==> config.mk <==
export PLATFORM = sky130hd
export DESIGN_NAME = ser_frame_rx
export DESIGN_NICKNAME = d
export VERILOG_FILES = /design/src/verilog/ser_slave_pkg.sv /design/src/verilog/ser_frame_rx.sv
export SDC_FILE = /design/constraint.sdc
export NUM_CORES = 1
export LEC_CHECK = 0
export BUFFER_PORTS_ARGS = -buffer_cell sky130_fd_sc_hd__buf_2
export CAP_MARGIN = 20
export CORE_MARGIN = 2
export CORE_UTILIZATION = 48
export CTS_CLUSTER_DIAMETER = 60
export CTS_CLUSTER_SIZE = 25
export DETAILED_ROUTE_END_ITERATION = 16
export PLACE_DENSITY = 0.79
export SLEW_MARGIN = 30
export SYNTH_ARGS = -nofsm -noshare
export SYNTH_HDL_FRONTEND = slang
export SYNTH_SLANG_ARGS = --single-unit
==> constraint.sdc <==
create_clock -name clk -period 5.34 [get_ports clk]
set_clock_uncertainty 0.1 [all_clocks]
set_input_delay 1.335 -clock clk [delete_from_list [all_inputs] [get_ports clk]]
set_output_delay 1.335 -clock clk [all_outputs]
set_load 0.05 [all_outputs]
==> src/verilog/ser_slave_pkg.sv <==
// ======================================================================
// shared widths, frame layout and types of the serial bus slave
// imported by every RTL block and by the testbench
// ======================================================================
package ser_slave_pkg;

    // word and address sizes
    localparam int DATA_WIDTH = 32;
    localparam int ADDR_WIDTH = 8;
    localparam int ID_WIDTH   = 2;

    // control frame: start | id | r/w | burst | address
    localparam logic [2:0] START_CODE = 3'b111;
    localparam int         FRAME_BITS = 3 + ID_WIDTH + 2 + ADDR_WIDTH;

    // bit positions inside a received frame, msb arrives first
    localparam int START_MSB = FRAME_BITS - 1;
    localparam int START_LSB = FRAME_BITS - 3;
    localparam int ID_MSB    = START_LSB - 1;
    localparam int ID_LSB    = START_LSB - ID_WIDTH;
    localparam int RW_BIT    = ID_LSB - 1;
    localparam int BURST_BIT = RW_BIT - 1;

    // counters for word bits and frame bits
    localparam int BIT_CNT_WIDTH   = $clog2(DATA_WIDTH);
    localparam int FRAME_CNT_WIDTH = $clog2(FRAME_BITS);

    typedef logic [DATA_WIDTH-1:0] word_t;
    typedef logic [ADDR_WIDTH-1:0] addr_t;
    typedef logic [ID_WIDTH-1:0]   slave_id_t;
    typedef logic [FRAME_BITS-1:0] frame_t;

    // receiver states
    typedef enum logic [2:0] {
        idle,
        frame,
        decode,
        write,
        read_wait,
        read
    } rx_state_e;

endpackage

==> src/verilog/ser_frame_rx.sv <==
// ======================================================================
// frame receiver of the serial slave: shifts in the control frame,
// checks start code and id, then deserializes write words or walks
// the read addresses; also drives ready towards the master
// ======================================================================
`timescale 1ns/1ps

module ser_frame_rx #(
    parameter ser_slave_pkg::slave_id_t SLAVE_ID = 1
) (
    input  logic                 clk,
    input  logic                 rstN,
    // serial bus from the master
    input  logic                 control,
    input  logic                 wD,
    input  logic                 valid,
    input  logic                 last,
    output logic                 ready,
    // status from the read serializer
    input  logic                 bit_valid,
    input  logic                 word_done,
    input  logic                 burst_last,
    // memory write port
    output logic                 wr_en,
    output ser_slave_pkg::addr_t wr_addr,
    output ser_slave_pkg::word_t wr_data,
    // memory read request and serializer load
    output logic                 rd_en,
    output ser_slave_pkg::addr_t rd_addr,
    output logic                 load
);
    import ser_slave_pkg::*;

    rx_state_e                  state;

    // frame bits 1 .. FRAME_BITS-1, the final bit comes straight from control
    logic [FRAME_BITS-2:0]      frame_sr;
    logic [FRAME_CNT_WIDTH-1:0] frame_cnt;
    frame_t                     rx_frame;
    logic                       frame_ok;

    addr_t                      addr;
    logic                       burst_q;

    // write deserializer
    word_t                      wr_sr;
    logic [BIT_CNT_WIDTH-1:0]   bit_cnt;
    logic                       last_seen;
    logic                       bit_accept;
    logic                       word_end;

    // full frame is valid only in the decode cycle
    assign rx_frame = {frame_sr, control};
    assign frame_ok = (rx_frame[START_MSB:START_LSB] == START_CODE) &&
                      (rx_frame[ID_MSB:ID_LSB] == SLAVE_ID);

    assign bit_accept = (state == write) && valid;
    assign word_end   = bit_accept && (bit_cnt == BIT_CNT_WIDTH'(DATA_WIDTH - 1));

    // memory sees the stored address; addr moves on after each access
    assign wr_addr = addr;
    assign wr_data = wr_sr;
    assign rd_addr = addr;

    // ready follows the serializer while a read is running
    assign ready = (state == read_wait || state == read) ? bit_valid : 1'b1;

    always_ff @(posedge clk or negedge rstN) begin
        if (!rstN) begin
            state     <= idle;
            frame_cnt <= '0;
            addr      <= '0;
            burst_q   <= 1'b0;
            bit_cnt   <= '0;
            last_seen <= 1'b0;
            wr_en     <= 1'b0;
            rd_en     <= 1'b0;
            load      <= 1'b0;
        end else begin
            // word is written one cycle after its final bit
            wr_en <= word_end;
            rd_en <= 1'b0;
            // load lines up with the memory read data
            load  <= rd_en;

            if (wr_en) begin
                addr <= addr + 1'b1;
            end

            case (state)
                idle: begin
                    if (control) begin
                        frame_cnt <= FRAME_CNT_WIDTH'(1);
                        state     <= frame;
                    end
                end

                frame: begin
                    frame_cnt <= frame_cnt + 1'b1;
                    if (frame_cnt == FRAME_CNT_WIDTH'(FRAME_BITS - 2)) begin
                        state <= decode;
                    end
                end

                decode: begin
                    if (!frame_ok) begin
                        // not for us, drop the frame
                        state <= idle;
                    end else begin
                        addr      <= rx_frame[ADDR_WIDTH-1:0];
                        burst_q   <= rx_frame[BURST_BIT];
                        bit_cnt   <= '0;
                        last_seen <= 1'b0;
                        if (rx_frame[RW_BIT]) begin
                            state <= write;
                        end else begin
                            rd_en <= 1'b1;
                            state <= read_wait;
                        end
                    end
                end

                write: begin
                    if (word_end) begin
                        bit_cnt   <= '0;
                        last_seen <= 1'b0;
                        // a burst stops after the word that carried last
                        if (!burst_q || last_seen || last) begin
                            state <= idle;
                        end
                    end else if (bit_accept) begin
                        bit_cnt   <= bit_cnt + 1'b1;
                        last_seen <= last_seen | last;
                    end
                end

                read_wait: begin
                    if (load) begin
                        state <= read;
                    end
                end

                read: begin
                    if (word_done) begin
                        if (burst_q && !burst_last) begin
                            addr  <= addr + 1'b1;
                            rd_en <= 1'b1;
                            state <= read_wait;
                        end else begin
                            state <= idle;
                        end
                    end
                end

                default: state <= idle;
            endcase
        end
    end

    // shift registers hold payload only
    always_ff @(posedge clk) begin
        if (state == idle || state == frame) begin
            frame_sr <= {frame_sr[FRAME_BITS-3:0], control};
        end
        if (bit_accept) begin
            // msb first
            wr_sr <= {wr_sr[DATA_WIDTH-2:0], wD};
        end
    end

endmodule

**After elaboration in Yosys (flattened, before gate mapping)**

Cells that the tools add are included.

- Output and inout bits: 52
- Bits in registers: 71
- Input bits: 9

- $add $sub $neg: 3
- Muxes and demuxes: 31
- Bitwise logic cells: 1
- Eq/ne operators: 17
- Reductions and logical operators: 17

Operator list:

| kind | count |
|---|---|
| $mux W8 | 4 |
| $mux W3 | 9 |
| $pmux W3 S6 | 1 |
| $pmux W8 S2 | 1 |
| $mux W5 | 3 |
| $ne A2 B2 Y1 const B | 6 |
| $pmux W5 S2 | 1 |
| $eq A3 B3 Y1 const B | 3 |
| $add A8 B1 Y8 const B | 1 |
| $mux W1 | 8 |
| $pmux W4 S2 | 1 |
| $eq A3 B2 Y1 const B | 2 |
| $reduce_and A6 Y1 | 1 |
| $add A5 B1 Y5 const B | 1 |
| $eq A5 B5 Y1 const B | 1 |
| $add A4 B1 Y4 const B | 1 |
| $eq A4 B4 Y1 const B | 1 |
| $logic_and A1 B1 Y1 | 4 |
| $logic_or A1 B1 Y1 | 4 |
| $mux W4 | 1 |
| $pmux W1 S2 | 2 |
| $reduce_and A2 Y1 | 2 |
| $reduce_bool A2 Y1 | 2 |
| $eq A3 B1 Y1 const B | 1 |
| 7 further kinds | 8 |

**Longest topological paths before layout**

- Depth in word-level cells: 6
- Gate-level depth with buffers: 8

**Worst setup path before layout**

No wires, ideal clock.

- Path type: input -> output
- Start point: in bit_valid
- End point: out ready
- Buffers on the path: 0
- Cell stages on the path: 1
- Arrival time: 1.929 ns
- Required time: 3.905 ns
- Setup slack: 1.976 ns
- Path through: or3b_2

- Word-level cells in the longest chain between the ends: 1

RTL lines:

| item | line | RTL |
|---|---|---|
| start: declaration | ser_frame_rx.sv:20 | `input logic bit_valid,` |
| $mux W1 | ser_frame_rx.sv:66 | `assign ready = (state == read_wait \|\| state == read) ? bit_valid : 1'b1;` |
| end: declaration | ser_frame_rx.sv:18 | `output logic ready,` |

No other way between the ends.

**Worst setup path after layout**

Same ends and word-level chain as after synthesis.

==> summary.md <==
| Metric | Value |
|---|---|
| Run status | finished, final reports clean |
| Reg2reg start | state[1] |
| Total GRT Usage | 16.9% |
| DRT antenna net count | 0 |
| Initial antenna violation count | 0 |
| DIE AREA | 0.00675 mm2 |
| Start point of the worst hold path | rd_en |
| Core ar. | 0.00592 mm2 |
| Area Growth Syn to Fin | 16.6% |
| Hold depth | 0 |
| Unrepaired setup endpoints after global routing | false |
| Top_reg_cell synth | edfxtp_1 |
| Clock network fraction of total power | 19.5% |
| Router iterations before antenna repair | 4 |
| Fin nets | 292 |
| CP endpoint kind | output pin |
| Yosys reg bits | 71 |
| Hpwl dp | 3.59 mm |
| Commonest non-fill, non-tap cell in the layout | buf_2 |
| Chip Height | 82.2 um |
| Vias post-DR | 1921 |
| Final hold vios | 0 |
| Port Buffer Count | 60 |
| Largest net degree at the start of global routing | 35 |
| Clk buf depth | 2 |
| Lkg Pwr | 1.41 nW |
| Gpl congestion | 0.821 |
| Cells after Synth | 218 |
| Synth Cell Area | 0.00293 mm2 |
| Final slew viol count | 0 |
| Slowest-stage cell, CP | or3b_2 |
| Routed WL | 5.19 mm |
| Maximum VDD drop | 343 uV |
| Die width | 82.2 um |
| # Post-CTS Setup Buffers | 0 |
| Vias in the first global route | 1761 |
| Avg Cell Area, Syn | 13.4 um2 |
| Max FO, Critical Path | 1 |
| CTS resizes | 0 |
| CTS Hold Bufs | 0 |
| H-tree Lvls | 3 |
| Comb power frac | 31.3% |
| Max_cap viols | 0 |
| # setup viols final | 0 |
| Reg2Reg Depth | 5 |
| Worst min path class | reg -> reg |
| Startpoint types | primary input |
| Avg WL per Cell | 14.5 um |
| Worst path cell trace | buf_2, or3b_2, buf_2 |
| Share of cells above drive strength 1 | 30.0% |
| CP peak stage delay | 0.42 ns |
| Initial DRC Count | 77 |
| Most frequent cells in the layout | buf_2, edfxtp_1, dfrtp_1, nand2_1, o21ai_0 |
| Max-Slew Margin vs Limit | 45.9% |
| CTS Buf Count | 9 |
| Fmax | 0.285 GHz |
| Vias per cell | 5.37 |
| NetSw | 0.752 mW |
| Area of the multi-input gates | 821 um2 |
| Post-Syn Nets | 232 |
| Clock sinks | 71 |
| Row count | 28 |
| Initial Utilization | 49.5% |
| P_int | 1.09 mW |
| Slew @ Worst Pin | 0.810 ns |
| EDFF count, synth | 46 |
| Worst Path Arrival | 2.07 ns |
| Sequential fraction of the synthesis area | 68.5% |
| Area leader, netlist | edfxtp_1 |
| Power per cell area | 540 mW/mm2 |
| Yosys synthesis warning count | 0 |
| GRT overflow | 0 |
| Synth top area share | 47.1% |
| Synth area leaders | edfxtp_1, dfrtp_1, o21ai_0, nand2_1, buf_4 |
| Req. time, crit path | 3.90 ns |
| Critical Path Source | bit_valid |
| Crit-path most repeated cell | buf_2 |
| Yosys cell types | 45 |
| Fin crit period | 3.50 ns |
| Fraction of registers with async set/reset | 35.2% |
| Inserted Diodes | 0 |
| Post-layout util | 57.8% |
| Switching share of power | 40.7% |
| Period utilisation layout | 65.6% |
| CTS tree | done |
| Hold slack final | 0.296 ns |
| First-pass GRT wire length | 8.50 mm |
| # IOs | 61 |
| Root Buffer | clkbuf_8 |
| Clock latency on the worst-skew pair | 0.33 ns |
| Reg power frac | 49.1% |
| Fillers | 500 |
| DRC | 0 |
| Critical path class | in -> out |
| Sum Neg Setup Slack | 0 ns |
| Register area | 0.00201 mm2 |
| CTS clk-pin slew, worst paths | 0.07 ns |
power by group through the flow:
stage	clock network (mW)	logic (mW)	registers, mW
after floorplan	0	0.364	1.01
after global placement	0	0.569	0.907
after detailed placement	0	0.583	0.917
after CTS	0.370	0.584	0.907
after global routing	0.390	0.638	0.932
final	0.361	0.578	0.907
flip-flops by register name, indices dropped and copies added, names as in the netlist:
signal and flops:
frame_cnt 4, frame_sr 14, bit_cnt 5, state 3
rd_en 1, rd_addr 8, load 1, wr_en 1
wr_data 32, last_seen 1, burst_q 1
cell usage after synthesis, drive strengths merged, types with 2 or more instances:
library cell and n:
xnor2 2, nand2 24, inv 5, and2 2, nor3b 3, o21ai 19, buf 11, nor3 4
clkbuf 2, nand2b 3, a21oi 9, xor2 6, and3 2, dfrtp 25, edfxtp 46, nor2 11
and4b 2, a22o 2, ha 5, nand4 2, mux2i 3, o221ai 3, nand3 11
final timing paths:
kind | to | slack, ns
max | ready | 1.84
max reg2reg | bit_cnt[3] | 3.07
min | load | 0.30
min reg2reg | load | 0.30
min in group asynchronous | rd_addr[7] | 0.90
max in group asynchronous | burst_q | 3.84
critical path, delay by kind of cell:
| kind | cells | cell delay [ns] |
|---|---|---|
| buf+inv | 2 | 0.31 |
| simple gates | 1 | 0.42 |
final cells by class:
class                           count  area share [%]
Clock buffer                       10            3.73
Timing Repair Buffer               62            9.22
Multi-Input combinational cell    129            24.0
Inverter                            5           0.549
Sequential cell                    71            58.7
Tap cell                           75            2.74
Clock inverter                      6            1.06
cells by family after synthesis:
family / share of synthesized area [%]
flip-flops: 68.5
AND/OR/NAND/NOR: 13.2
AO/OA/AOI/OAI: 8.84
buffers and inverters: 3.54
XOR/XNOR: 2.39
adder cells (fa/ha/maj): 2.13
multiplexers: 1.41
through the flow:
stage | area [um2] | setup slack [ns] | power, mW | std cells
after floorplan | 2930 | 1.98 | 1.37 | 218
after global routing | 3420 | 1.82 | 1.96 | 358
final | 3420 | 1.84 | 1.85 | 358
after detailed placement | 3260 | 1.84 | 1.50 | 342
after global placement | 3260 | 1.84 | 1.48 | 342
after CTS | 3420 | 1.84 | 1.86 | 358
metal layers:
layer | GRT usage, % | vias up | wire [um] | part of all wire, %
met5 | 0 | - | 0 | 0
met4 | 6.50 | 0 | 63 | 1.2
met3 | 4.89 | 6 | 315 | 6.1
met2 | 25.4 | 68 | 2450 | 47
met1 | 23.4 | 930 | 2360 | 46
li1 | - | 917 | - | -
No activity file was read; power rests on OpenSTA's default activity.
