<file path="config.mk">
export PLATFORM = sky130hd
export DESIGN_NAME = ser_read_tx
export DESIGN_NICKNAME = d
export VERILOG_FILES = /design/src/verilog/ser_slave_pkg.sv /design/src/verilog/ser_read_tx.sv
export SDC_FILE = /design/constraint.sdc
export NUM_CORES = 1
export LEC_CHECK = 0
export ABC_AREA = 1
export ABC_CLOCK_PERIOD_IN_PS = 1500
export BUFFER_PORTS_ARGS = -buffer_cell sky130_fd_sc_hd__buf_2
export CAP_MARGIN = 20
export CORE_MARGIN = 4
export CORE_UTILIZATION = 33
export CTS_CLUSTER_SIZE = 14
export DETAILED_ROUTE_END_ITERATION = 10
export HOLD_SLACK_MARGIN = 0.15
export SLEW_MARGIN = 20
export SYNTH_ARGS = -nofsm -noshare
export SYNTH_HDL_FRONTEND = slang
export SYNTH_SLANG_ARGS = --single-unit
export TNS_END_PERCENT = 50
</file>
<file path="constraint.sdc">
create_clock -name clk -period 1.5 [get_ports clk]
set_input_delay 0.225 -clock clk [delete_from_list [all_inputs] [get_ports clk]]
set_output_delay 0.225 -clock clk [all_outputs]
set_load 0.05 [all_outputs]
</file>
<file path="src/verilog/ser_slave_pkg.sv">
// ======================================================================
// shared widths, frame layout and types of the serial bus slave
// imported by every RTL block and by the testbench
// ======================================================================
package ser_slave_pkg;

    // word and address sizes
    localparam int DATA_WIDTH = 32;
    localparam int ADDR_WIDTH = 8;
    localparam int ID_WIDTH   = 2;

    // control frame: start | id | r/w | burst | address
    localparam logic [2:0] START_CODE = 3'b111;
    localparam int         FRAME_BITS = 3 + ID_WIDTH + 2 + ADDR_WIDTH;

    // bit positions inside a received frame, msb arrives first
    localparam int START_MSB = FRAME_BITS - 1;
    localparam int START_LSB = FRAME_BITS - 3;
    localparam int ID_MSB    = START_LSB - 1;
    localparam int ID_LSB    = START_LSB - ID_WIDTH;
    localparam int RW_BIT    = ID_LSB - 1;
    localparam int BURST_BIT = RW_BIT - 1;

    // counters for word bits and frame bits
    localparam int BIT_CNT_WIDTH   = $clog2(DATA_WIDTH);
    localparam int FRAME_CNT_WIDTH = $clog2(FRAME_BITS);

    typedef logic [DATA_WIDTH-1:0] word_t;
    typedef logic [ADDR_WIDTH-1:0] addr_t;
    typedef logic [ID_WIDTH-1:0]   slave_id_t;
    typedef logic [FRAME_BITS-1:0] frame_t;

    // receiver states
    typedef enum logic [2:0] {
        idle,
        frame,
        decode,
        write,
        read_wait,
        read
    } rx_state_e;

endpackage

</file>
<file path="src/verilog/ser_read_tx.sv">
// ======================================================================
// read serializer: takes a memory word on load and shifts it out on
// rD, msb first, one bit per cycle with valid; reports the end of the
// word and whether the master flagged last during it
// ======================================================================
`timescale 1ns/1ps

module ser_read_tx (
    input  logic                 clk,
    input  logic                 rstN,
    // word from the memory
    input  logic                 load,
    input  ser_slave_pkg::word_t rd_data,
    // master handshake
    input  logic                 valid,
    input  logic                 last,
    // serial data and status
    output logic                 rD,
    output logic                 bit_valid,
    output logic                 word_done,
    output logic                 burst_last
);
    import ser_slave_pkg::*;

    word_t                    shift_q;
    logic [BIT_CNT_WIDTH-1:0] bit_cnt;
    logic                     last_seen;
    logic                     consume;
    logic                     final_bit;

    // a bit leaves on every cycle the master takes it
    assign consume   = bit_valid && valid;
    assign final_bit = (bit_cnt == BIT_CNT_WIDTH'(DATA_WIDTH - 1));

    // keep rD quiet when no bit is on offer
    assign rD = bit_valid ? shift_q[DATA_WIDTH-1] : 1'b0;

    assign burst_last = last_seen;

    always_ff @(posedge clk or negedge rstN) begin
        if (!rstN) begin
            bit_cnt   <= '0;
            bit_valid <= 1'b0;
            word_done <= 1'b0;
            last_seen <= 1'b0;
        end else begin
            word_done <= 1'b0;
            if (load) begin
                bit_cnt   <= '0;
                bit_valid <= 1'b1;
                last_seen <= 1'b0;
            end else if (consume) begin
                last_seen <= last_seen | last;
                if (final_bit) begin
                    // word finished, wait for the next load
                    bit_valid <= 1'b0;
                    word_done <= 1'b1;
                    bit_cnt   <= '0;
                end else begin
                    bit_cnt <= bit_cnt + 1'b1;
                end
            end
        end
    end

    // data path, bit stays put while valid is low
    always_ff @(posedge clk) begin
        if (load) begin
            shift_q <= rd_data;
        end else if (consume) begin
            shift_q <= {shift_q[DATA_WIDTH-2:0], 1'b0};
        end
    end

endmodule

</file>
Word-level counts from Yosys, hierarchy flattened
Cells that the tools add are included.
- latch bits: 0
- logic and storage cells: 26
- RAM bits: 0
- bits of input ports: 37
- memories kept: 0
- register bits after elaboration: 40
- output and inout bits: 4
- ROM bits: 0
- add/sub/neg operators: 1
- multiplexer cells: 14
- reduce and logical (&&, ||, !) cells: 4
- multipliers: 0
- eq/ne operators: 1
- shift operators: 0
- divide/modulo/power cells: 0
- bitwise gates (word level): 1
- order comparisons: 0
- operators with widths (kind ; count):
    $mux 32 ; 2
    $mux 5 ; 3
    $mux 1 ; 9
    $add 5x1->5 const B ; 1
    $eq 5x5->1 const B ; 1
    $reduce_bool 2->1 ; 2
    $reduce_and 2->1 ; 1
    $logic_and 1x1->1 ; 1
    $or 1x1->1 ; 1

Longest topological paths before layout
Gate-level depths: netlist (run 1).
- depth in word-level cells: 4
- mapped depth: 8
- depth with buffers taken out: 8

Worst setup path after synthesis (run 1)
No wires, ideal clock.
- kind: register to register
- start point: reg bit_valid
- end point: reg shift_q[0] (enable)
- clock period less this slack: 1554 ps
- data required time: 1151 ps
- arrival: 1206 ps
- path buffers: 0
- cell stages (with the launch flop): 3
- path slack: -54 ps
- setup time: 349 ps
- cells stage by stage: dfrtp_1 nand2_1 nand2_4
- word-level cells in the longest chain between the ends: 2
- RTL lines (what ; line ; RTL):
    start, declared ; ser_read_tx.sv:19 ; output logic bit_valid,
    start signal, assigned ; ser_read_tx.sv:43 ; bit_valid <= 1'b0;
    start signal, assigned ; ser_read_tx.sv:50 ; bit_valid <= 1'b1;
    start signal, assigned ; ser_read_tx.sv:56 ; bit_valid <= 1'b0;
    $logic_and 1x1->1 ; ser_read_tx.sv:32 ; assign consume = bit_valid && valid;
    $reduce_bool 2->1 (no line) ; -- ;
    end signal, assigned ; ser_read_tx.sv:69 ; shift_q <= rd_data;
    end signal, assigned ; ser_read_tx.sv:71 ; shift_q <= {shift_q[DATA_WIDTH-2:0], 1'b0};
    end, declared ; ser_read_tx.sv:25 ; word_t shift_q;
Every way passes these cells.
A chain may end at the register's enable or synchronous reset.

Worst setup path in the final report (run 1)
- start point: reg bit_cnt[1]
- end point: reg bit_cnt[3]
- word-level cells in the longest chain between the ends: 4
- elaborated cells between the ends (all ways): 5
- classes of those cells: add/sub: 1; eq/ne: 1; mux: 3
- RTL lines (what ; line ; RTL):
    start, declared ; ser_read_tx.sv:26 ; logic [BIT_CNT_WIDTH-1:0] bit_cnt;
    start signal, assigned ; ser_read_tx.sv:60 ; bit_cnt <= bit_cnt + 1'b1;
    $add 5x1->5 or $eq 5x5->1 (tied branches) ; ser_read_tx.sv:60, ser_read_tx.sv:33 ;
    $mux 5 * ; ser_read_tx.sv:54 ; if (final_bit) begin
    $mux 5 * ; ser_read_tx.sv:52 ; end else if (consume) begin
    $mux 5 * ; ser_read_tx.sv:48 ; if (load) begin
Mark *: on every way between the ends. The rest lies on a longest branch, timed or not. The select of a mux whose other input is x is not followed.

==> metrics.cfg, run 1 <==
[global_routing]
grt_overflow=0
grt_pass1_vias=1220
antenna_found_initial=0
grt_usage_pct=10.5
grt_max_degree=35
grt_pass1_wl_um=5350

[sta]
worst_pin_slew_ns=0.326
setup_viol=0
hold_viol=0
finalCritPeriodShare_pct=94.9
fin_skew_ns=0.00459
whs_ns=0.195
slew_viol_final=0
fmax_mhz=702
relSlewSlack_pct=78.2
period_needed_ns=1.42

[power_and_ir_drop]
switching_share_pct=24.5
total_power_mw=2.41
p_leak_nw=1.09
power_density_mw_per_mm2=1100
power_switching_uw=592
intPower_mw=1.82
ir_drop_mv=0.638
comb_power_share_pct=14.4
p_seq_share_pct=57.7
pwr-share-clk_pct=27.9

[finish]
postLayoutCellArea_mm2=0.00219
drive_above_1_share_pct=26.4
final_nets=269
n_antenna_cell=0
area_growth_pct=24.0
fill_cells=533
final-seq-area_mm2=0.00116
multiInputGateArea_um2=531

[detailed_routing]
wl_um=3220
remaining_drc_errors=0
num_vias=1244
wl_per_cell_um=10.7
drt_iter0_markers=70
via_per_inst=4.13
antenna_left=0
drt-pass1-iter-count=4

[critical_path]
endpoint_kind=flip-flop
start_kind=flip-flop
worstPathArrival_ns=1.65
critPathMaxFanout=3
cp.required_ns=1.73
crit_type=reg2reg

[yosys]
syn_area_per_cell_um2=9.77
synth_top_area_share_pct=54.4
syn-num-nets=220
synth_flop_cell=edfxtp_1
yosys-top-cells-count=112 x nand2_1, 32 x edfxtp_1, 8 x dfrtp_1
synthTopCellsByArea=edfxtp_1 54%, nand2_1 24%, dfrtp_1 11%
synth.ff_latch_count=40
yosysWarningCount=0
ys_seq_area_share_pct=65.7
synth_area_mm2=0.00177
synth_most_common_cell=nand2_1
synth_cell_types=20
async_flop_share_pct=20.0
syn_inst=181
synth_top_cell_by_area=edfxtp_1
synth-edff-count=32

[placed_design]
gp_congestion=0.732
place_area_mm2=0.00207
portBuffers=40
dpl.hpwl_um=2260

[floorplan]
rows=26
top_level_ports=41
start_util_pct=34.4
die_width_um=81.2
coreArea_mm2=0.00514
fp.dieH_um=81.2
dieArea_mm2=0.00659

[clock_network]
clk_pin_slew_ns=0.07
cts_buffer_depth=2
cts_buffers=5
cts_sinks=40
worstSkewPairLatency_ns=0.28
h-tree-depth=2
clock-root-buffer=clkbuf_8
cts_tree=built

[status]
status=complete, no violations

[hold_path]
holdCritPathClass=in2reg

[job]
cap_violations=0

-- metrics by stage --
stage	TNS (ns)	cells	util (%)	setup WS (ns)
floorplan	0	181	-	0.125
global placement	0	289	40.3	0.0726
detailed placement	0	289	40.3	0.0204
CTS	0	299	42.3	0.0114
global route	-0.0101	301	42.6	-0.0101
finish	0	301	42.6	0.0762
-- worst max-delay path: stages (launching register included) --
cell and delay [ns]:
dfrtp_1 0.40, ha_2 0.21, and3_1 0.18, ha_1 0.17, inv_1 0.08, nand2_2 0.07, nor2_2 0.11, nand3_1 0.09
nand2_1 0.06
-- metal layers --
metal	track usage (%)	part of all wire, %
met1	13.5	49
met2	17.2	46
met3	2.99	4.6
met4	3.55	0.47
met5	0	0
-- timing repair --
action	4_1_cts	5_1_grt
hold buffers	2	0
endpoints found under the hold margin	9	0
setup buffers	0	2
resized for setup	0	1
endpoints found under the setup margin	0	3
-- cell families after synthesis --
family / Yosys count / synth area share (%)
simple gates: 124 / 27.7
compound gates: 2 / 0.708
fa+ha+maj: 2 / 1.42
flops: 40 / 65.7
buf+inv: 13 / 4.46
-- flip-flops by register name (all words and copies together) (netlist names) --
register / flops
bit_valid: 1
shift_q: 32
burst_last: 1
bit_cnt: 5
word_done: 1
-- power groups by stage --
| stage | logic [mW] | clock network (mW) | registers [mW] |
|---|---|---|---|
| 4_1_cts | 0.319 | 0.697 | 1.40 |
| 6_report | 0.348 | 0.672 | 1.39 |
| 5_1_grt | 0.398 | 0.743 | 1.40 |
| 2_1_floorplan | 0.186 | 0 | 1.42 |
| 3_5_place_dp | 0.314 | 0 | 1.42 |
| 3_3_place_gp | 0.314 | 0 | 1.42 |
-- path summary, 6_finish.rpt --
check	startpoint	endpoint	slack [ns]	cells after the start
worst min-delay path	rd_data[0]	shift_q[0]	0.19	3
worst min register to register	bit_cnt[4]	bit_cnt[4]	0.48	2
min in group asynchronous	rstN	bit_cnt[3]	0.31	2
worst max register to register	bit_cnt[1]	bit_cnt[3]	0.08	8
worst max-delay path	bit_cnt[1]	bit_cnt[3]	0.08	8
max in group asynchronous	rstN	bit_valid	1.01	2
-- cell usage in the layout, fill, tap and decap left out --
cell type      netlist  routed
clkbuf_1             0       1
nand4_1              1       1
buf_12               0       2
inv_8                1       1
nor2_2               1       1
inv_1                4       4
dfrtp_1              8       7
o21a_1               1       1
clkinv_1             0       1
ha_1                 2       1
buf_4                3       5
clkbuf_8             0       5
edfxtp_1            32      32
dlygate4sd3_1        0       2
ha_2                 0       1
inv_2                1       1
dfrtp_2              0       1
nand2_2              2       2
a21oi_1              1       1
nor3_1               1       1
clkinvlp_4           0       1
nand2_1            112     112
and3_1               1       1
nand2_4              1       1
nand3_1              3       3
nor2_1               2       2
buf_2                3      40
-- cell type report --
| cell class | instances | area share [%] |
|---|---|---|
| Tap cell | 70 | 4.00 |
| Timing Repair Buffer | 49 | 13.6 |
| Clock buffer | 6 | 3.31 |
| Sequential cell | 40 | 53.0 |
| Multi-Input combinational cell | 128 | 24.2 |
| Inverter | 6 | 1.37 |
| Clock inverter | 2 | 0.514 |
Note: power is estimated with default switching activity, not from simulation.
==> run 2, diff against run 1 <==
- BUFFER_PORTS_ARGS: -buffer_cell sky130_fd_sc_hd__buf_2 -> -buffer_cell sky130_fd_sc_hd__buf_4
==> run 2 against run 1 <==
Register-to-register slack barely moved. First-iteration DRC count fell by 16%. Non-clock buffer count fell by 3. Final cell count fell by 1.0%. Worst hold slack improved by 0.0025 ns. Global-route usage rose by 0.45 points. Clock power rose by 28%. Setup slack improved by 0.0073 ns. Utilization rose by 1.8 points. Critical path type unchanged.
==> metrics.cfg, run 2 (synthesis gave the netlist of run 1 again) <==
[status]
status=complete, no violations

[job]
cap_violations=0  ; unchanged

[global_routing]
grt_max_degree=36  ; +2.9%
grt_usage_pct=11.0  ; +0.45 points
grt_pass1_vias=1148  ; -5.9%
antenna_found_initial=0  ; unchanged
grt_overflow=0  ; unchanged
grt_pass1_wl_um=5440  ; +1.6%

[placed_design]
portBuffers=40  ; unchanged
gp_congestion=0.756  ; +3.3%
dpl.hpwl_um=2250  ; -0.15%
place_area_mm2=0.00214  ; +3.5%
dpl.cell_count=287  ; -0.69%

[power_and_ir_drop]
switching_share_pct=23.3  ; -1.2 points
intPower_mw=2.01  ; +10%
comb_power_share_pct=13.7  ; -0.7 points
p_seq_share_pct=53.2  ; -4.5 points
ir_drop_mv=0.456  ; -28%
power_density_mw_per_mm2=1140  ; +4.0%
power_switching_uw=610  ; +3.0%
pwr-share-clk_pct=33.0  ; +5.1 points
p_leak_nw=1.12  ; +2.8%
total_power_mw=2.61  ; +8.5%

[critical_path]
crit_type=reg2reg
worstRegToRegCells=8  ; unchanged
endpoint_kind=flip-flop
start_kind=flip-flop
worstPathArrival_ns=1.65  ; about the same
cp.required_ns=1.73  ; about the same
reg2reg_to=bit_cnt[3]
r2r_start=bit_cnt[1]
r2r_slack_ns=0.08  ; about the same
critPathMaxFanout=4  ; +1

[sta]
finalCritPeriodShare_pct=94.4  ; -0.49 points
setup_viol=0  ; unchanged
fmax_mhz=706  ; +0.52%
slew_viol_final=0  ; unchanged
fin_skew_ns=0.00378  ; -0.000806 ns
period_needed_ns=1.42  ; -0.00733 ns
rsz0062_at_grt=yes
worst_pin_slew_ns=0.250  ; -0.0767 ns
relSlewSlack_pct=83.3  ; +5.1 points
hold_viol=0  ; unchanged
whs_ns=0.197  ; +0.00254 ns

[clock_network]
worstSkewPairLatency_ns=0.29  ; about the same
clock-root-buffer=clkbuf_8
cts_buffer_depth=2  ; unchanged
cts_tree=built
clk_pin_slew_ns=0.08  ; about the same
cts_sinks=40  ; unchanged
cts_buffers=5  ; unchanged
h-tree-depth=2  ; unchanged

[floorplan]
coreArea_mm2=0.00514  ; unchanged
start_util_pct=34.4  ; unchanged
fp.dieH_um=81.2  ; unchanged
rows=26  ; unchanged
die_width_um=81.2  ; unchanged
top_level_ports=41  ; unchanged
dieArea_mm2=0.00659  ; unchanged

[hold_path]
holdPathEnd=shift_q[0]
min-delay-start=rd_data[0]
holdCritPathClass=in2reg
hold_path_depth=3  ; unchanged

[detailed_routing]
num_vias=1270  ; +2.1%
remaining_drc_errors=0  ; unchanged
wl_um=3330  ; +3.4%
drt-pass1-iter-count=4  ; unchanged
wl_per_cell_um=11.2  ; +4.4%
via_per_inst=4.26  ; +3.1%
drt_iter0_markers=59  ; -16%
antenna_left=0  ; unchanged

[finish]
largest_register=shift_q
top_regs=shift_q (32), bit_cnt (5)
final_cells=298  ; -1.0%
final_common_cell=nand2_1
postLayoutCellArea_mm2=0.00229  ; +4.3%
final_core_util_pct=44.5  ; +1.8 points
drive_above_1_share_pct=25.9  ; -0.53 points
largest_reg_flops=32  ; unchanged
n_antenna_cell=0  ; unchanged
layout_common_cells=112 x nand2_1, 43 x buf_4, 32 x edfxtp_1
final_nets=266  ; -1.1%
area_growth_pct=29.3

==> run 2: cell count changes in the layout (fill, tap and decap cells not counted), sizes merged <==
cell      before  now
buf           47   44
bufinv         0    1
clkinvlp       1    0
==> run 2: routing by layer <==
layer  wire (µm)  global-route usage (%)  up-vias  share of wire [%]
li1            -                       -      665                  -
met1        1590                    15.5      571                 48
met2        1530                    15.9       30                 46
met3         163                    2.55        4                4.9
met4          44                    5.07        0                1.3
met5           0                       0        -                  0
==> run 2: how the worst max path moves through the flow <==
stage                           from          to  slack [ns]  cells past startpoint
after floorplan            bit_valid  shift_q[0]        0.12                      2
after global placement    bit_cnt[0]  bit_cnt[3]        0.08                      8
after detailed placement  bit_cnt[0]  bit_cnt[3]        0.02                      8
after CTS                 bit_cnt[0]  bit_cnt[3]        0.01                      8
after global routing      bit_cnt[1]  bit_cnt[2]      -0.002                      8
final                     bit_cnt[1]  bit_cnt[3]        0.08                      8
==> run 2: what timing repair did <==
action / 4_1_cts / 5_1_grt
endpoints found under the hold margin: 9 / 0
gates resized for setup: 0 / 2
endpoints found under the setup margin: 0 / 4
buffers inserted: 0 / 1
hold buffers: 2 / 0
==> run 2: power by group through the flow <==
stage | combinational [mW] | sequential, mW | clock (mW)
4_1_cts | 0.338 | 1.40 | 0.889
5_1_grt | 0.414 | 1.41 | 0.940
2_1_floorplan | 0.186 | 1.42 | 0
3_3_place_gp | 0.332 | 1.42 | 0
3_5_place_dp | 0.331 | 1.42 | 0
6_report | 0.359 | 1.39 | 0.863
==> run 2: worst max-delay path, cell delays in order, from the launching register on <==
cell	delay, ns
dfrtp_1	0.41
ha_2	0.20
and3_1	0.18
ha_1	0.17
inv_1	0.08
nand2_2	0.08
nor2_4	0.10
nand3_1	0.08
nand2_1	0.06
==> run 2: through the flow <==
step	setup WS [ns]	TNS (ns)
2_1_floorplan	0.125	0
3_3_place_gp	0.0755	0
3_5_place_dp	0.0212	0
4_1_cts	0.0129	0
5_1_grt	-0.00193	-0.00193
6_report	0.0836	0
==> run 2: final cells by class <==
type	count	area, µm²
Timing Repair Buffer	46	363
Sequential cell	40	1160
Fill cell	520	2850
Tap cell	70	87.6
Multi-Input combinational cell	128	536
Clock inverter	2	35.0
Clock buffer	6	72.6
Inverter	6	30.0
==> run 3, diff against run 2 <==
- CORE_UTILIZATION: 33 -> 47
- PLACE_DENSITY: unset -> 0.74
==> run 3 against run 2 <==
Flip-flop and latch count stayed put. Sequential share of layout area is 0.68 points higher. Power is 7.1% lower. Global-route usage is 2.9 points higher. Critical endpoint unchanged. Highest routed layer unchanged.
==> metrics.cfg, run 3 (synthesis gave the netlist of run 1 again) <==
[detailed_routing]
drt_iter0_markers=68  ; +15%
num_vias=1270  ; unchanged
via_per_inst=4.57  ; +7.2%
wl_per_cell_um=11.4  ; +1.8%
antenna_left=0  ; unchanged
wl_um=3160  ; -5.0%
drt-pass1-iter-count=4  ; unchanged
remaining_drc_errors=0  ; unchanged

[power_and_ir_drop]
power_density_mw_per_mm2=1080  ; -5.9%
ir_drop_mv=0.927  ; +100%
p_leak_nw=1.13  ; +0.21%

[finish]
layout_common_cells=112 x nand2_1, 46 x buf_4, 32 x edfxtp_1
top_regs=shift_q (32), bit_cnt (5)
largest_register=shift_q
final_core_util_pct=61.6  ; +17 points
drive_above_1_share_pct=27.0  ; +1.1 points
area_growth_pct=27.6
largest_reg_flops=32  ; unchanged
final_nets=269  ; +1.1%
final-seq-area_mm2=0.00116  ; unchanged
final_common_cell=nand2_1
postLayoutCellArea_mm2=0.00226  ; -1.3%
fill_cells=329  ; -37%
multiInputGateArea_um2=541  ; +0.93%
n_antenna_cell=0  ; unchanged

[sta]
finalCritPeriodShare_pct=94.6  ; +0.18 points
hold_viol=0  ; unchanged
fmax_mhz=705  ; -0.19%
worst_pin_slew_ns=0.279  ; +0.0293 ns
relSlewSlack_pct=81.4  ; -2.0 points
period_needed_ns=1.42  ; +0.00275 ns
setup_viol=0  ; unchanged
tns_ns=0  ; unchanged
fin_skew_ns=0.00313  ; -0.000652 ns
slew_viol_final=0  ; unchanged

[placed_design]
place_area_mm2=0.00212  ; -1.3%
dpl.hpwl_um=2090  ; -7.3%
gp_congestion=0.839  ; +11%
portBuffers=40  ; unchanged

[floorplan]
top_level_ports=41  ; unchanged
dieArea_mm2=0.00481  ; -27%
start_util_pct=48.3  ; +14 points
fp.dieH_um=69.3  ; -15%
die_width_um=69.3  ; -15%
coreArea_mm2=0.00366  ; -29%
rows=22  ; -15%

[clock_network]
clock-root-buffer=clkbuf_8
clk_pin_slew_ns=0.07  ; about the same
cts_tree=built
cts_buffers=5  ; unchanged
cts_buffer_depth=2  ; unchanged
h-tree-depth=2  ; unchanged
cts_sinks=40  ; unchanged
worstSkewPairLatency_ns=0.29  ; about the same

[critical_path]
cp.required_ns=1.73  ; about the same
r2r_start=bit_cnt[1]
crit_type=reg2reg
worstPathArrival_ns=1.65  ; about the same
start_kind=flip-flop
critPathMaxFanout=2  ; -2
endpoint_kind=flip-flop
startpoint=bit_cnt[1]

[hold_path]
holdCritPathClass=in2reg
min-delay-start=rd_data[0]

[status]
status=complete, no violations

[global_routing]
grt_pass1_vias=1205  ; +5.0%
grt_pass1_wl_um=5260  ; -3.2%
antenna_found_initial=0  ; unchanged
grt_usage_pct=13.9  ; +2.9 points
grt_overflow=0  ; unchanged
grt_max_degree=36  ; unchanged

[job]
cap_violations=0  ; unchanged

## run 3: changes by cell type in the layout (fill, tap and decap cells not counted)
cell / change
nand2_4: +1
inv_1: -1
buf_4: +3
nand2_2: -1
inv_2: +1
bufinv_16: -1
## run 3: critical path, stage by stage (launching register included)
cell,delay [ns]
dfrtp_1,0.39
ha_2,0.19
and3_1,0.19
ha_1,0.19
inv_2,0.08
nand2_4,0.06
nor2_4,0.12
nand3_1,0.08
nand2_1,0.06
## run 3: power by group
group / internal [mW] / total (mW) / switching, mW
registers: 1.34 / 1.39 / 0.0452
clock network: 0.316 / 0.660 / 0.344
logic: 0.179 / 0.380 / 0.200
## run 3: area by class of cell
| cell class | instances | share of cell area (%) |
|---|---|---|
| Sequential cell | 40 | 51.5 |
| Multi-Input combinational cell | 128 | 24.0 |
| Timing Repair Buffer | 49 | 17.1 |
| Clock buffer | 6 | 3.22 |
| Tap cell | 48 | 2.66 |
| Inverter | 6 | 1.33 |
| Clock inverter | 1 | 0.222 |
## run 3: repair_timing
action                     CTS  global route
buffers inserted             1             3
setup endpoints to repair    2             4
hold endpoints to repair     9             0
hold buffers                 2             0
pin swaps                    0             2
resized for setup            0             4
## run 3: final timing paths
| check | cells after the start | slack (ns) | to |
|---|---|---|---|
| setup reg to reg | 8 | 0.08 | bit_cnt[3] |
| max in group asynchronous | 2 | 1.08 | bit_valid |
| hold reg to reg | 2 | 0.49 | bit_cnt[4] |
| min in group asynchronous | 2 | 0.28 | bit_valid |
| hold / removal | 3 | 0.20 | shift_q[0] |
| setup / recovery | 8 | 0.08 | bit_cnt[3] |
## run 3: per-stage QoR
stage | std cells | hold slack (ns) | power (mW) | worst slack [ns]
2_1_floorplan | 181 | -0.0706 | 1.61 | 0.125
3_3_place_gp | 265 | 0.0483 | 1.74 | 0.0861
3_5_place_dp | 265 | 0.0524 | 1.75 | 0.0289
4_1_cts | 275 | 0.192 | 2.43 | 0.0166
5_1_grt | 278 | 0.202 | 2.56 | -0.00766
6_report | 278 | 0.199 | 2.43 | 0.0808
## run 3: metal layers
layer / routed length, µm / share of wire [%] / global-route usage [%]
met3: 153 / 4.8 / 3.91
met4: 61 / 1.9 / 7.38
met1: 1420 / 45 / 17.1
met5: 0 / 0 / 0
met2: 1530 / 48 / 22.1
